<file path="config.mk">
export PLATFORM = sky130hd
export DESIGN_NAME = issue_logic
export DESIGN_NICKNAME = d
export VERILOG_FILES = /design/src/issue_pkg.sv /design/src/issue_logic.sv /design/src/issue_ctrl.sv /design/src/operand_select.sv /design/src/operand_fetch.sv /design/src/issue_decoder.sv
export SDC_FILE = /design/constraint.sdc
export NUM_CORES = 1
export LEC_CHECK = 0
export BUFFER_PORTS_ARGS = -buffer_cell sky130_fd_sc_hd__clkbuf_2
export CELL_PAD_IN_SITES_DETAIL_PLACEMENT = 0
export CELL_PAD_IN_SITES_GLOBAL_PLACEMENT = 1
export CORE_AREA = 2 2 387 389
export DETAILED_ROUTE_END_ITERATION = 10
export DIE_AREA = 0 0 389 391
export GPL_ROUTABILITY_DRIVEN = 0
export PLACE_DENSITY_LB_ADDON = 0.1
export SETUP_SLACK_MARGIN = 0.1
export SLEW_MARGIN = 20
export SYNTH_ARGS = -nofsm -noshare
export SYNTH_HDL_FRONTEND = slang
export SYNTH_HIERARCHICAL = 1
export SYNTH_SLANG_ARGS = --single-unit
</file>
<file path="constraint.sdc">
create_clock -name vclk -period 6.6
set_clock_uncertainty 0.05 [all_clocks]
set_input_delay 0.33 -clock vclk [all_inputs]
set_output_delay 0.33 -clock vclk [all_outputs]
set_load 0.03 [all_outputs]
</file>
<file path="src/issue_pkg.sv">
package issue_pkg;

    localparam int XLEN        = 64;  // RV64 data width
    localparam int ILEN        = 32;
    localparam int REG_IDX_LEN = 5;
    localparam int I_IMM       = 12;  // I, S and B immediates share this width
    localparam int EU_CTL_LEN  = 8;
    localparam int EU_N        = 6;   // reservation stations

    // major opcodes handled by the integer issue stage
    typedef enum logic [6:0] {
        LOAD     = 7'b0000011,
        STORE    = 7'b0100011,
        BRANCH   = 7'b1100011,
        OP_IMM   = 7'b0010011,
        OP       = 7'b0110011,
        MISC_MEM = 7'b0001111,
        SYSTEM   = 7'b1110011
    } opcode_t;

    // the value of each unit is its bit in ex_valid_o / ex_ready_i
    typedef enum logic [2:0] {
        EU_LOAD_BUFFER  = 3'd0,
        EU_STORE_BUFFER = 3'd1,
        EU_BRANCH_UNIT  = 3'd2,
        EU_INT_ALU      = 3'd3,
        EU_INT_MULT     = 3'd4,
        EU_INT_DIV      = 3'd5,
        EU_NONE         = 3'd6   // ROB only
    } issue_eu_t;

    typedef enum logic [1:0] {
        IMM_I,
        IMM_S,
        IMM_B,
        IMM_SHAMT
    } imm_format_t;

    typedef enum logic [3:0] {
        E_I_ADDR_MISALIGNED = 4'd0,   // fetch side
        E_I_ACCESS_FAULT    = 4'd1,   // fetch side
        E_ILLEGAL_INSTR     = 4'd2,
        E_BREAKPOINT        = 4'd3,
        E_ENV_CALL_M        = 4'd11,
        E_I_PAGE_FAULT      = 4'd12   // fetch side
    } except_code_t;

    // head of the issue queue
    typedef struct packed {
        logic [XLEN-1:0] pc;
        logic [ILEN-1:0] instr;
        logic [XLEN-1:0] pred_target;
        logic            pred_taken;
        logic            except_raised;
        except_code_t    except_code;
    } iq_entry_t;

    // decoder result
    typedef struct packed {
        issue_eu_t             eu;
        logic [EU_CTL_LEN-1:0] eu_ctl;
        logic                  rs1_req;
        logic                  rs2_req;
        logic                  imm_req;
        imm_format_t           imm_format;
        logic                  regstat_upd;   // instr writes rd
        logic                  except_raised;
        except_code_t          except_code;
        logic                  res_ready;     // ROB entry ready to commit at once
        logic                  stall_possible;
    } dec_info_t;

endpackage
</file>
<file path="src/issue_logic.sv">
module issue_logic import issue_pkg::*; #(
    parameter int ROB_IDX_LEN = 6
) (
    // issue queue
    input  logic                   iq_valid_i,
    input  iq_entry_t              iq_entry_i,
    output logic                   iq_ready_o,
    // register status table
    input  logic                   regstat_ready_i,
    output logic                   regstat_valid_o,
    input  logic                   regstat_rs1_busy_i,
    input  logic [ROB_IDX_LEN-1:0] regstat_rs1_rob_idx_i,
    input  logic                   regstat_rs2_busy_i,
    input  logic [ROB_IDX_LEN-1:0] regstat_rs2_rob_idx_i,
    output logic [REG_IDX_LEN-1:0] regstat_rd_idx_o,
    output logic [ROB_IDX_LEN-1:0] regstat_rob_idx_o,   // ROB tail gets rd
    output logic [REG_IDX_LEN-1:0] regstat_rs1_idx_o,
    output logic [REG_IDX_LEN-1:0] regstat_rs2_idx_o,
    // register file
    input  logic [XLEN-1:0]        rf_rs1_value_i,
    input  logic [XLEN-1:0]        rf_rs2_value_i,
    output logic [REG_IDX_LEN-1:0] rf_rs1_idx_o,
    output logic [REG_IDX_LEN-1:0] rf_rs2_idx_o,
    // reservation stations
    input  logic [EU_N-1:0]        ex_ready_i,
    output logic [EU_N-1:0]        ex_valid_o,
    output logic [EU_CTL_LEN-1:0]  ex_eu_ctl_o,
    output logic                   ex_rs1_ready_o,
    output logic [ROB_IDX_LEN-1:0] ex_rs1_idx_o,        // tag to wait on if not ready
    output logic [XLEN-1:0]        ex_rs1_value_o,
    output logic                   ex_rs2_ready_o,
    output logic [ROB_IDX_LEN-1:0] ex_rs2_idx_o,
    output logic [XLEN-1:0]        ex_rs2_value_o,
    output logic [I_IMM-1:0]       ex_imm_value_o,
    output logic [ROB_IDX_LEN-1:0] ex_rob_idx_o,
    output logic [XLEN-1:0]        ex_pred_pc_o,        // branch unit only
    output logic [XLEN-1:0]        ex_pred_target_o,
    output logic                   ex_pred_taken_o,
    // ROB
    input  logic                   rob_ready_i,
    output logic                   rob_valid_o,
    input  logic                   rob_rs1_ready_i,
    input  logic [XLEN-1:0]        rob_rs1_value_i,
    input  logic                   rob_rs2_ready_i,
    input  logic [XLEN-1:0]        rob_rs2_value_i,
    input  logic [ROB_IDX_LEN-1:0] rob_tail_idx_i,
    output logic [ROB_IDX_LEN-1:0] rob_rs1_idx_o,
    output logic [ROB_IDX_LEN-1:0] rob_rs2_idx_o,
    output logic [ILEN-1:0]        rob_instr_o,
    output logic [REG_IDX_LEN-1:0] rob_rd_idx_o,
    output logic                   rob_except_raised_o,
    output except_code_t           rob_except_code_o,
    output logic [XLEN-1:0]        rob_except_aux_o,
    output logic                   rob_res_ready_o,
    // CDB
    input  logic [ROB_IDX_LEN-1:0] cdb_rob_idx_i,
    input  logic [XLEN-1:0]        cdb_value_i,
    input  logic                   cdb_except_raised_i,
    // main control
    output logic                   main_cu_stall_o
);

    logic [ILEN-1:0]        instr;
    logic [REG_IDX_LEN-1:0] rs1_idx;
    logic [REG_IDX_LEN-1:0] rs2_idx;
    logic [REG_IDX_LEN-1:0] rd_idx;
    dec_info_t              dec;
    logic [XLEN-1:0]        rs1_value;
    logic [XLEN-1:0]        rs2_value;

    assign instr   = iq_entry_i.instr;
    assign rs1_idx = instr[19:15];
    assign rs2_idx = instr[24:20];
    assign rd_idx  = instr[11:7];

    // same indices go to the regstat table and the RF
    assign regstat_rs1_idx_o = rs1_idx;
    assign regstat_rs2_idx_o = rs2_idx;
    assign regstat_rd_idx_o  = rd_idx;
    assign regstat_rob_idx_o = rob_tail_idx_i;
    assign rf_rs1_idx_o      = rs1_idx;
    assign rf_rs2_idx_o      = rs2_idx;

    // producers are looked up in the ROB and named to the RS
    assign rob_rs1_idx_o = regstat_rs1_rob_idx_i;
    assign rob_rs2_idx_o = regstat_rs2_rob_idx_i;
    assign ex_rs1_idx_o  = regstat_rs1_rob_idx_i;
    assign ex_rs2_idx_o  = regstat_rs2_rob_idx_i;

    assign rob_instr_o      = instr;
    assign rob_rd_idx_o     = rd_idx;
    assign rob_res_ready_o  = dec.res_ready;
    assign ex_eu_ctl_o      = dec.eu_ctl;
    assign ex_rob_idx_o     = rob_tail_idx_i;
    assign ex_pred_pc_o     = iq_entry_i.pc;
    assign ex_pred_target_o = iq_entry_i.pred_target;
    assign ex_pred_taken_o  = iq_entry_i.pred_taken;

    issue_decoder u_issue_decoder (
        .instr_i (instr),
        .dec_o   (dec)
    );

    operand_fetch #(.ROB_IDX_LEN(ROB_IDX_LEN)) u_rs1_fetch (
        .req_i          (dec.rs1_req),
        .busy_i         (regstat_rs1_busy_i),
        .rf_value_i     (rf_rs1_value_i),
        .rob_ready_i    (rob_rs1_ready_i),
        .rob_value_i    (rob_rs1_value_i),
        .producer_idx_i (regstat_rs1_rob_idx_i),
        .cdb_rob_idx_i  (cdb_rob_idx_i),
        .cdb_value_i    (cdb_value_i),
        .cdb_except_i   (cdb_except_raised_i),
        .ready_o        (ex_rs1_ready_o),
        .value_o        (rs1_value)
    );

    operand_fetch #(.ROB_IDX_LEN(ROB_IDX_LEN)) u_rs2_fetch (
        .req_i          (dec.rs2_req),
        .busy_i         (regstat_rs2_busy_i),
        .rf_value_i     (rf_rs2_value_i),
        .rob_ready_i    (rob_rs2_ready_i),
        .rob_value_i    (rob_rs2_value_i),
        .producer_idx_i (regstat_rs2_rob_idx_i),
        .cdb_rob_idx_i  (cdb_rob_idx_i),
        .cdb_value_i    (cdb_value_i),
        .cdb_except_i   (cdb_except_raised_i),
        .ready_o        (ex_rs2_ready_o),
        .value_o        (rs2_value)
    );

    operand_select u_operand_select (
        .instr_i        (instr),
        .dec_i          (dec),
        .rs1_value_i    (rs1_value),
        .rs2_value_i    (rs2_value),
        .ex_rs1_value_o (ex_rs1_value_o),
        .ex_rs2_value_o (ex_rs2_value_o),
        .ex_imm_value_o (ex_imm_value_o)
    );

    issue_ctrl u_issue_ctrl (
        .iq_i            (iq_entry_i),
        .iq_valid_i      (iq_valid_i),
        .dec_i           (dec),
        .rob_ready_i     (rob_ready_i),
        .regstat_ready_i (regstat_ready_i),
        .ex_ready_i      (ex_ready_i),
        .iq_ready_o      (iq_ready_o),
        .rob_valid_o     (rob_valid_o),
        .ex_valid_o      (ex_valid_o),
        .regstat_valid_o (regstat_valid_o),
        .except_raised_o (rob_except_raised_o),
        .except_code_o   (rob_except_code_o),
        .except_aux_o    (rob_except_aux_o),
        .stall_o         (main_cu_stall_o)
    );

endmodule

</file>
<file path="src/issue_ctrl.sv">
module issue_ctrl import issue_pkg::*; (
    input  iq_entry_t       iq_i,
    input  logic            iq_valid_i,
    input  dec_info_t       dec_i,
    input  logic            rob_ready_i,
    input  logic            regstat_ready_i,
    input  logic [EU_N-1:0] ex_ready_i,
    output logic            iq_ready_o,
    output logic            rob_valid_o,
    output logic [EU_N-1:0] ex_valid_o,
    output logic            regstat_valid_o,
    output logic            except_raised_o,
    output except_code_t    except_code_o,
    output logic [XLEN-1:0] except_aux_o,
    output logic            stall_o
);

    logic to_rs;      // instr needs a reservation station
    logic rs_ready;
    logic issue;

    assign to_rs    = (dec_i.eu != EU_NONE);
    assign rs_ready = !to_rs || ex_ready_i[dec_i.eu];   // ROB-only instrs skip the RS check
    assign issue    = iq_valid_i && rob_ready_i && regstat_ready_i && rs_ready;

    assign iq_ready_o      = issue;   // pop the queue head
    assign rob_valid_o     = issue;
    assign regstat_valid_o = issue && dec_i.regstat_upd;

    always_comb begin
        ex_valid_o = '0;
        if (issue && to_rs) begin
            ex_valid_o[dec_i.eu] = 1'b1;
        end
    end

    // fetch exception is older, so it hides whatever decode found
    always_comb begin
        if (iq_i.except_raised) begin
            except_raised_o = 1'b1;
            except_code_o   = iq_i.except_code;
        end else if (dec_i.except_raised) begin
            except_raised_o = 1'b1;
            except_code_o   = dec_i.except_code;
        end else begin
            except_raised_o = 1'b0;
            except_code_o   = iq_i.except_code;   // ignored by the ROB
        end
    end

    assign except_aux_o = iq_i.pc;   // faulting pc
    assign stall_o      = except_raised_o || dec_i.stall_possible;

endmodule

</file>
<file path="src/operand_select.sv">
module operand_select import issue_pkg::*; (
    input  logic [ILEN-1:0]  instr_i,
    input  dec_info_t        dec_i,
    input  logic [XLEN-1:0]  rs1_value_i,
    input  logic [XLEN-1:0]  rs2_value_i,
    output logic [XLEN-1:0]  ex_rs1_value_o,
    output logic [XLEN-1:0]  ex_rs2_value_o,
    output logic [I_IMM-1:0] ex_imm_value_o
);

    logic [I_IMM-1:0] imm_i;
    logic [I_IMM-1:0] imm_s;
    logic [I_IMM-1:0] imm_b;
    logic [I_IMM-1:0] imm;
    logic [XLEN-1:0]  alu_imm;

    assign imm_i = instr_i[31:20];
    assign imm_s = {instr_i[31:25], instr_i[11:7]};
    assign imm_b = {instr_i[31], instr_i[7], instr_i[30:25], instr_i[11:8]};   // bit 0 implied

    always_comb begin
        case (dec_i.imm_format)
            IMM_S:   imm = imm_s;
            IMM_B:   imm = imm_b;
            default: imm = imm_i;   // I and shamt share the field
        endcase
    end

    // ALU second operand from the immediate, shamt is 6 bits on RV64
    assign alu_imm = (dec_i.imm_format == IMM_SHAMT) ?
                     {{(XLEN-6){1'b0}}, imm_i[5:0]} :
                     {{(XLEN-I_IMM){imm_i[I_IMM-1]}}, imm_i};

    always_comb begin
        ex_rs1_value_o = '0;
        ex_rs2_value_o = '0;
        ex_imm_value_o = '0;
        case (dec_i.eu)
            EU_LOAD_BUFFER: begin
                ex_rs1_value_o = rs1_value_i;   // base
                ex_imm_value_o = imm;           // offset
            end
            EU_STORE_BUFFER, EU_BRANCH_UNIT: begin
                ex_rs1_value_o = rs1_value_i;
                ex_rs2_value_o = rs2_value_i;
                ex_imm_value_o = imm;           // store offset or branch displacement
            end
            EU_INT_ALU: begin
                ex_rs1_value_o = rs1_value_i;
                ex_rs2_value_o = dec_i.imm_req ? alu_imm : rs2_value_i;
            end
            EU_INT_MULT, EU_INT_DIV: begin
                ex_rs1_value_o = rs1_value_i;
                ex_rs2_value_o = rs2_value_i;
            end
            default: ;   // EU_NONE carries no operands
        endcase
    end

endmodule

</file>
<file path="src/operand_fetch.sv">
module operand_fetch import issue_pkg::*; #(
    parameter int ROB_IDX_LEN = 6
) (
    input  logic                   req_i,
    input  logic                   busy_i,           // a ROB entry still owns the register
    input  logic [XLEN-1:0]        rf_value_i,
    input  logic                   rob_ready_i,
    input  logic [XLEN-1:0]        rob_value_i,
    input  logic [ROB_IDX_LEN-1:0] producer_idx_i,
    input  logic [ROB_IDX_LEN-1:0] cdb_rob_idx_i,
    input  logic [XLEN-1:0]        cdb_value_i,
    input  logic                   cdb_except_i,
    output logic                   ready_o,
    output logic [XLEN-1:0]        value_o
);

    logic cdb_hit;

    // producer result on the CDB this cycle, a faulting result is no operand
    assign cdb_hit = (cdb_rob_idx_i == producer_idx_i) && !cdb_except_i;

    always_comb begin
        ready_o = 1'b0;
        value_o = '0;
        if (req_i) begin
            if (!busy_i) begin
                ready_o = 1'b1;
                value_o = rf_value_i;    // committed value
            end else if (rob_ready_i) begin
                ready_o = 1'b1;
                value_o = rob_value_i;   // done, not yet committed
            end else if (cdb_hit) begin
                ready_o = 1'b1;
                value_o = cdb_value_i;   // being broadcast right now
            end
            // else the RS waits on producer_idx_i
        end
    end

endmodule

</file>
<file path="src/issue_decoder.sv">
module issue_decoder import issue_pkg::*; (
    input  logic [ILEN-1:0] instr_i,
    output dec_info_t       dec_o
);

    logic [2:0] funct3;
    logic [6:0] funct7;

    assign funct3 = instr_i[14:12];
    assign funct7 = instr_i[31:25];

    always_comb begin
        // illegal-free defaults, nothing requested
        dec_o                = '0;
        dec_o.eu             = EU_NONE;
        dec_o.imm_format     = IMM_I;
        dec_o.except_code    = E_ILLEGAL_INSTR;
        dec_o.eu_ctl[2:0]    = funct3;    // funct3 always in the low bits

        case (opcode_t'(instr_i[6:0]))
            LOAD: begin
                dec_o.eu          = EU_LOAD_BUFFER;
                dec_o.rs1_req     = 1'b1;
                dec_o.imm_req     = 1'b1;
                dec_o.regstat_upd = 1'b1;
            end
            STORE: begin   // no rd, so no regstat update
                dec_o.eu         = EU_STORE_BUFFER;
                dec_o.rs1_req    = 1'b1;
                dec_o.rs2_req    = 1'b1;
                dec_o.imm_req    = 1'b1;
                dec_o.imm_format = IMM_S;
            end
            BRANCH: begin
                dec_o.eu         = EU_BRANCH_UNIT;
                dec_o.rs1_req    = 1'b1;
                dec_o.rs2_req    = 1'b1;
                dec_o.imm_req    = 1'b1;
                dec_o.imm_format = IMM_B;
            end
            OP_IMM: begin
                dec_o.eu          = EU_INT_ALU;
                dec_o.rs1_req     = 1'b1;
                dec_o.imm_req     = 1'b1;
                dec_o.regstat_upd = 1'b1;
                if (funct3 == 3'b001 || funct3 == 3'b101) begin   // slli, srli, srai
                    dec_o.imm_format = IMM_SHAMT;
                    dec_o.eu_ctl[3]  = instr_i[30];              // arithmetic shift
                end
            end
            OP: begin
                dec_o.rs1_req     = 1'b1;
                dec_o.rs2_req     = 1'b1;
                dec_o.regstat_upd = 1'b1;
                dec_o.eu_ctl[3]   = instr_i[30];   // sub / sra
                if (funct7 == 7'b0000001) begin
                    // mul* below funct3 4, div/rem from 4 up
                    dec_o.eu = (funct3 < 3'd4) ? EU_INT_MULT : EU_INT_DIV;
                end else if (funct7 == 7'b0000000 || funct7 == 7'b0100000) begin
                    dec_o.eu = EU_INT_ALU;
                end else begin
                    dec_o.rs1_req        = 1'b0;
                    dec_o.rs2_req        = 1'b0;
                    dec_o.regstat_upd    = 1'b0;
                    dec_o.except_raised  = 1'b1;
                    dec_o.res_ready      = 1'b1;
                    dec_o.stall_possible = 1'b1;
                end
            end
            MISC_MEM: begin
                dec_o.res_ready = 1'b1;   // fence just retires from the ROB
            end
            SYSTEM: begin
                dec_o.except_raised  = 1'b1;
                dec_o.res_ready      = 1'b1;
                dec_o.stall_possible = 1'b1;
                if (instr_i == 32'h0000_0073) begin
                    dec_o.except_code = E_ENV_CALL_M;   // ecall
                end else if (instr_i == 32'h0010_0073) begin
                    dec_o.except_code = E_BREAKPOINT;   // ebreak
                end
            end
            default: begin   // anything else, incl. lui/auipc/jal/jalr and *W ops
                dec_o.except_raised  = 1'b1;
                dec_o.res_ready      = 1'b1;
                dec_o.stall_possible = 1'b1;
            end
        endcase
    end

endmodule

</file>
# Word-level counts from Yosys, hierarchy flattened
# Index checks and enable logic that the tools add are counted.
# Widths: inputs -> output; s select.
[totals]
mem_bits_ro = 0
latchBits = 0
input_bits = 524
n_memories = 0
ramBits = 0
output_inout_bits = 457
ff_bits = 0
[op_classes]
add_sub_neg = 0
div = 0
n_shift = 0
n_mul = 0
magnitude_cmp = 3
n_eq_ne = 24
n_mux = 55
n_reduce_logical = 23
bitwise_logic = 0
[ops]
columns = ["cell", "count"]
rows = [
  ["$mux 64", 11],
  ["$pmux 64 s2", 1],
  ["$eq 32x21->1 const B", 1],
  ["$eq 32x7->1 const B", 1],
  ["$pmux 11 s2", 1],
  ["$eq 7x6->1 const B", 3],
  ["$mux 1", 16],
  ["$mux 4", 4],
  ["$pmux 3 s5", 1],
  ["$eq 7x7->1 const B", 2],
  ["$mux 2", 7],
  ["$pmux 1 s2", 7],
  ["$eq 6x6->1", 2],
  ["$mux 12", 1],
  ["$eq 3x3->1 const B", 3],
  ["$logic_and 1x1->1", 8],
  ["$reduce_or 4->1", 2],
  ["$eq 7x1->1 const B", 1],
  ["$eq 7x2->1 const B", 1],
  ["$eq 7x4->1 const B", 1],
  ["$eq 7x5->1 const B", 1],
  ["$logic_not 7->1", 1],
  ["$eq 3x1->1 const B", 2],
  ["$eq 3x2->1 const B", 2],
  ["18 further kinds", 25],
]

# Longest topological paths before layout
[logic_depth]
word_depth = 11
ltp_mapped = 11
ltp_nobuf = 9

# Hierarchy
# The synthesis kept the hierarchy.
[modules_own_cells]
columns = ["module", "cells_per_inst", "seq_area_each_um2", "instances", "area_per_inst_um2"]
rows = [
  ["operand_fetch", 388, 0.0, 2, 2332.2],
  ["operand_select", 234, 0.0, 1, 1920.6],
  ["issue_logic", 227, 0.0, 1, 1704.1],
  ["issue_ctrl", 98, 0.0, 1, 714.4],
  ["issue_decoder", 69, 0.0, 1, 452.9],
]

# Worst setup path before layout
# OpenSTA, ideal clock, no wires.
[synth_path]
kind = "input -> output"
from = "input iq_entry_i[96] in the netlist's numbering"
to = "output ex_rs2_value_o[11]"
arrival_time_ns = 2.954
path_stages = 7
path_slack_ns = 3.266
cell_sequence = "or3_4 > a2111o_1 > a311oi_2 > buf_4 > inv_2 > nor4_4 > a2bb2oi_1"
[synth_lines]
columns = ["element", "line_no", "source"]
rows = [
  ["from (decl)", "issue_logic.sv:6", "input iq_entry_t iq_entry_i,"],
  ["to (decl)", "issue_logic.sv:33", "output logic [XLEN-1:0] ex_rs2_value_o,"],
]

==> metrics.log <==
[metrics] horizontal extent of the die: 389 um
[metrics] via count of the first global-routing pass: 12000
[metrics] post-detailed-route count of antenna-violating nets: 0
[metrics] minimum setup slack after placement: 2090 ps
[metrics] final period demand of the worst path: 4480 ps
[metrics] Critical Path Sink Type: output pin
[metrics] Iteration-0 DRC Markers: 476
[metrics] Routed WL per cell: 22.1 um
[metrics] achievable clock frequency: 223 MHz
[metrics] cell mode on critical path: sky130_fd_sc_hd__buf_4
[metrics] worst IR drop on VDD: 26.5 uV
[metrics] number of buffers inserted by port buffering: 637
[metrics] final-stage net count: about 2200
[metrics] data arrival time of the critical path: approximately 4000 ps
[metrics] y dimension of the die: approximately 400 um
[metrics] final cell count without fillers: 3572
[metrics] number of flip-flops and latches: 0
[metrics] Synth Warn #: 6
[metrics] Synth top area share: 0.260
[metrics] Ports: 981
[metrics] wire length of the first global-routing pass: 105000 um
[metrics] starting density of the core: 0.0637
[metrics] area growth from synthesis to layout: 30.6%
[metrics] Global Route Usage Sum: 0.0975
[metrics] placed wire-length estimate: between 60000 and 70000 um
[metrics] critical path's top delay family: buffers and inverters
[metrics] top cells by area, synth: sky130_fd_sc_hd__buf_4, sky130_fd_sc_hd__o31ai_1, sky130_fd_sc_hd__nor2b_1
[metrics] number of max-capacitance violations reported: 0
[metrics] total overflow reported by the global router: 0
[metrics] number of slew-limit violations in the final report: 0
[metrics] number of rows in the core area: 142
[metrics] sequential cell area fraction in the yosys report: 0
[metrics] fill cell count: 17700
[metrics] Vias per Instance: 3.09
[metrics] static power due to leakage: 5.03 nW
[metrics] run status: finished clean
[metrics] Mapped Cells: between 1000 and 1500
[metrics] cell area power density: ~45 mW/mm2
[metrics] dpl cells: 3569
[metrics] endpoint required time on the critical path: 6220 ps
[metrics] clock buffers: 0
[metrics] kind of critical path: in2out
[metrics] setup repair after global routing missed its margin: no
[metrics] worst relative slew slack: 0.332
[metrics] post-CTS setup buffers: 0
[metrics] post-cts resize count: 0
[metrics] count of endpoints failing hold in the final timing report: 0
[metrics] pin slew with the least headroom to its limit: about 1000 ps
[metrics] Slowest-stage cell, CP: sky130_fd_sc_hd__nor3_1
[metrics] Syn Std Cell Area: roughly 0.0095 mm2
[metrics] class of the tightest hold or removal check: in2out
[metrics] biggest cell delay along the critical path: 590 ps
[metrics] pin count of the biggest net entering global routing: 99
[metrics] ordered list of cells on the worst path: clkbuf_2 -> nor3_1 -> nand3b_1 -> a31oi_4 -> buf_4 -> and2b_1 -> nand4_1 -> buf_4 -> buf_4 -> o31ai_1 -> and2_1 -> clkbuf_2
[metrics] Synth area leader: sky130_fd_sc_hd__buf_4
[metrics] average instance area after synthesis: approximately 6.7 um2
[metrics] kind of launch point of the worst setup path: primary input
[metrics] multi-input gate area in the final layout: 0.00646 mm2
[metrics] Hold-fix buffers, CTS: 0
[metrics] PnR worst setup slack: roughly 2100 ps
[metrics] Worst Path Max Fanout: 43
[metrics] total negative slack for setup checks: 0 ps
[metrics] total via count after detailed routing: 11000
[metrics] register cell area after layout: 0 um2
[metrics] die area: between 0.15 and 0.2 mm2
[metrics] Finish-stage setup viols: 0
[metrics] proportion of layout cells with a drive suffix above 1: 0.457
[metrics] buffer and inverter count on the worst path: 5
[metrics] number of remaining DRC errors: 0
[metrics] post-synth cell types: 57
[metrics] final worst-path cycle share: 0.679
[metrics] core area: 0.149 mm2
[metrics] first drt pass iteration count: 5
[metrics] Routed WL: about 79000 um
[metrics] number of antenna violations at the first check in global routing: 14
Yosys cell counts, drive strengths merged, types with 2 or more instances:
library cell  instances
nand4bb               2
a211oi                2
nor2                 16
a22oi                 6
nand4                 6
and2                 66
nor3                 10
buf                 391
nand2                13
nand2b               10
nor4                  6
mux2                  6
and3                129
or3                   2
a22o                  5
nand3b                5
a32oi                 2
clkbuf               55
nand3               139
conb                  2
a221oi                5
a2bb2oi              53
nor2b               138
and2b                 3
o31ai               129
a21o                  9
ha                    3
inv                  10
o21ai               130
a21oi                15
xnor2                12
o22ai                 2
or2                   3
a311oi                7
final timing paths:
path,from,slack (ps),depth (start not counted),endpoint
max,iq_entry_i[98],2120,12,ex_rs1_value_o[61]
min,iq_entry_i[19],610,0,ex_pred_target_o[13]
final cells by class:
| class | instances | area share |
|---|---|---|
| Multi-Input combinational cell | 952 | 0.523 |
| Timing Repair Buffer | 663 | 0.277 |
| Inverter | 10 | 0.00304 |
| Tap cell | 1944 | 0.197 |
| Antenna cell | 3 | 0.000608 |
through the flow:
step / cell area [um2] / hold slack (ps) / total power, W / util
detailed placement: 12300 / 610 / 0.000584 / 0.0831
global placement: 12300 / 610 / 0.000588 / 0.0831
CTS: 12300 / 610 / 0.000585 / 0.0831
floorplan: 9470 / 742 / 0.000547 / -
finish: 12400 / 610 / 0.000562 / 0.0832
global route: 12300 / 610 / 0.000614 / 0.0831
logic make-up (layout without fill, tap and decap cells):
group | Yosys count | after routing | share of synthesized area
xor gates and xnor gates | 12 | 12 | 0.0111
other | 2 | 9 | 0.000794
muxes | 6 | 6 | 0.00714
adders and majority gates | 3 | 3 | 0.00397
AOI/OAI and AO/OA | 371 | 371 | 0.300
buffers and inverters | 456 | 673 | 0.331
and+or+nand+nor | 554 | 554 | 0.346
layer usage:
layer	routed length (um)	global-route usage	up-vias	share of wire
met3	4400	0.0182	100	0.056
met1	32400	0.115	5320	0.41
met5	63	0	-	0.00080
met2	40800	0.183	446	0.52
met4	1260	0.0154	8	0.016
li1	-	-	5168	-
power breakdown:
group,internal (W),leakage [nW],total [W],switching [W]
clock,0.0000000000171,0.0000162,0.0000000000171,0
combinational,0.000179,5.03,0.000562,0.000382
sequential,0,0,0,0
total,0.000179,5.03,0.000562,0.000382
cell usage in the layout, fill, tap and decap left out, types with 2 or more instances in the layout:
cell type,Yosys,routed
sky130_fd_sc_hd__nand2_1,11,10
sky130_fd_sc_hd__buf_4,327,28
sky130_fd_sc_hd__o22ai_1,2,2
sky130_fd_sc_hd__a22o_1,5,5
sky130_fd_sc_hd__a2bb2oi_2,50,50
sky130_fd_sc_hd__conb_1,2,6
sky130_fd_sc_hd__buf_12,0,2
sky130_fd_sc_hd__clkbuf_2,0,633
sky130_fd_sc_hd__nand2_4,0,3
sky130_fd_sc_hd__a32oi_1,2,2
sky130_fd_sc_hd__o21ai_1,128,128
sky130_fd_sc_hd__or2_2,3,3
sky130_fd_sc_hd__nand3_1,139,139
sky130_fd_sc_hd__and2b_1,2,2
sky130_fd_sc_hd__a21o_1,9,9
sky130_fd_sc_hd__xnor2_2,0,2
sky130_fd_sc_hd__nor2b_4,0,2
sky130_fd_sc_hd__nand2b_1,10,10
sky130_fd_sc_hd__xnor2_1,12,10
sky130_fd_sc_hd__and2_1,66,66
sky130_fd_sc_hd__nor3_1,10,10
sky130_fd_sc_hd__nand4_1,6,6
sky130_fd_sc_hd__inv_1,9,9
sky130_fd_sc_hd__nor4_1,5,5
sky130_fd_sc_hd__a2bb2oi_1,3,3
sky130_fd_sc_hd__nand3b_1,5,5
sky130_fd_sc_hd__a21oi_1,15,14
sky130_fd_sc_hd__and3_1,129,129
sky130_fd_sc_hd__nor2b_1,138,136
sky130_fd_sc_hd__nor2_1,16,16
sky130_fd_sc_hd__o21ai_0,2,2
sky130_fd_sc_hd__a221oi_1,5,5
sky130_fd_sc_hd__a22oi_1,6,6
sky130_fd_sc_hd__diode_2,0,3
sky130_fd_sc_hd__o31ai_1,129,128
sky130_fd_sc_hd__a311oi_1,6,6
sky130_fd_sc_hd__nand4bb_1,2,2
sky130_fd_sc_hd__ha_1,3,3
sky130_fd_sc_hd__mux2_2,6,6
(Power assumes the default switching activity.)
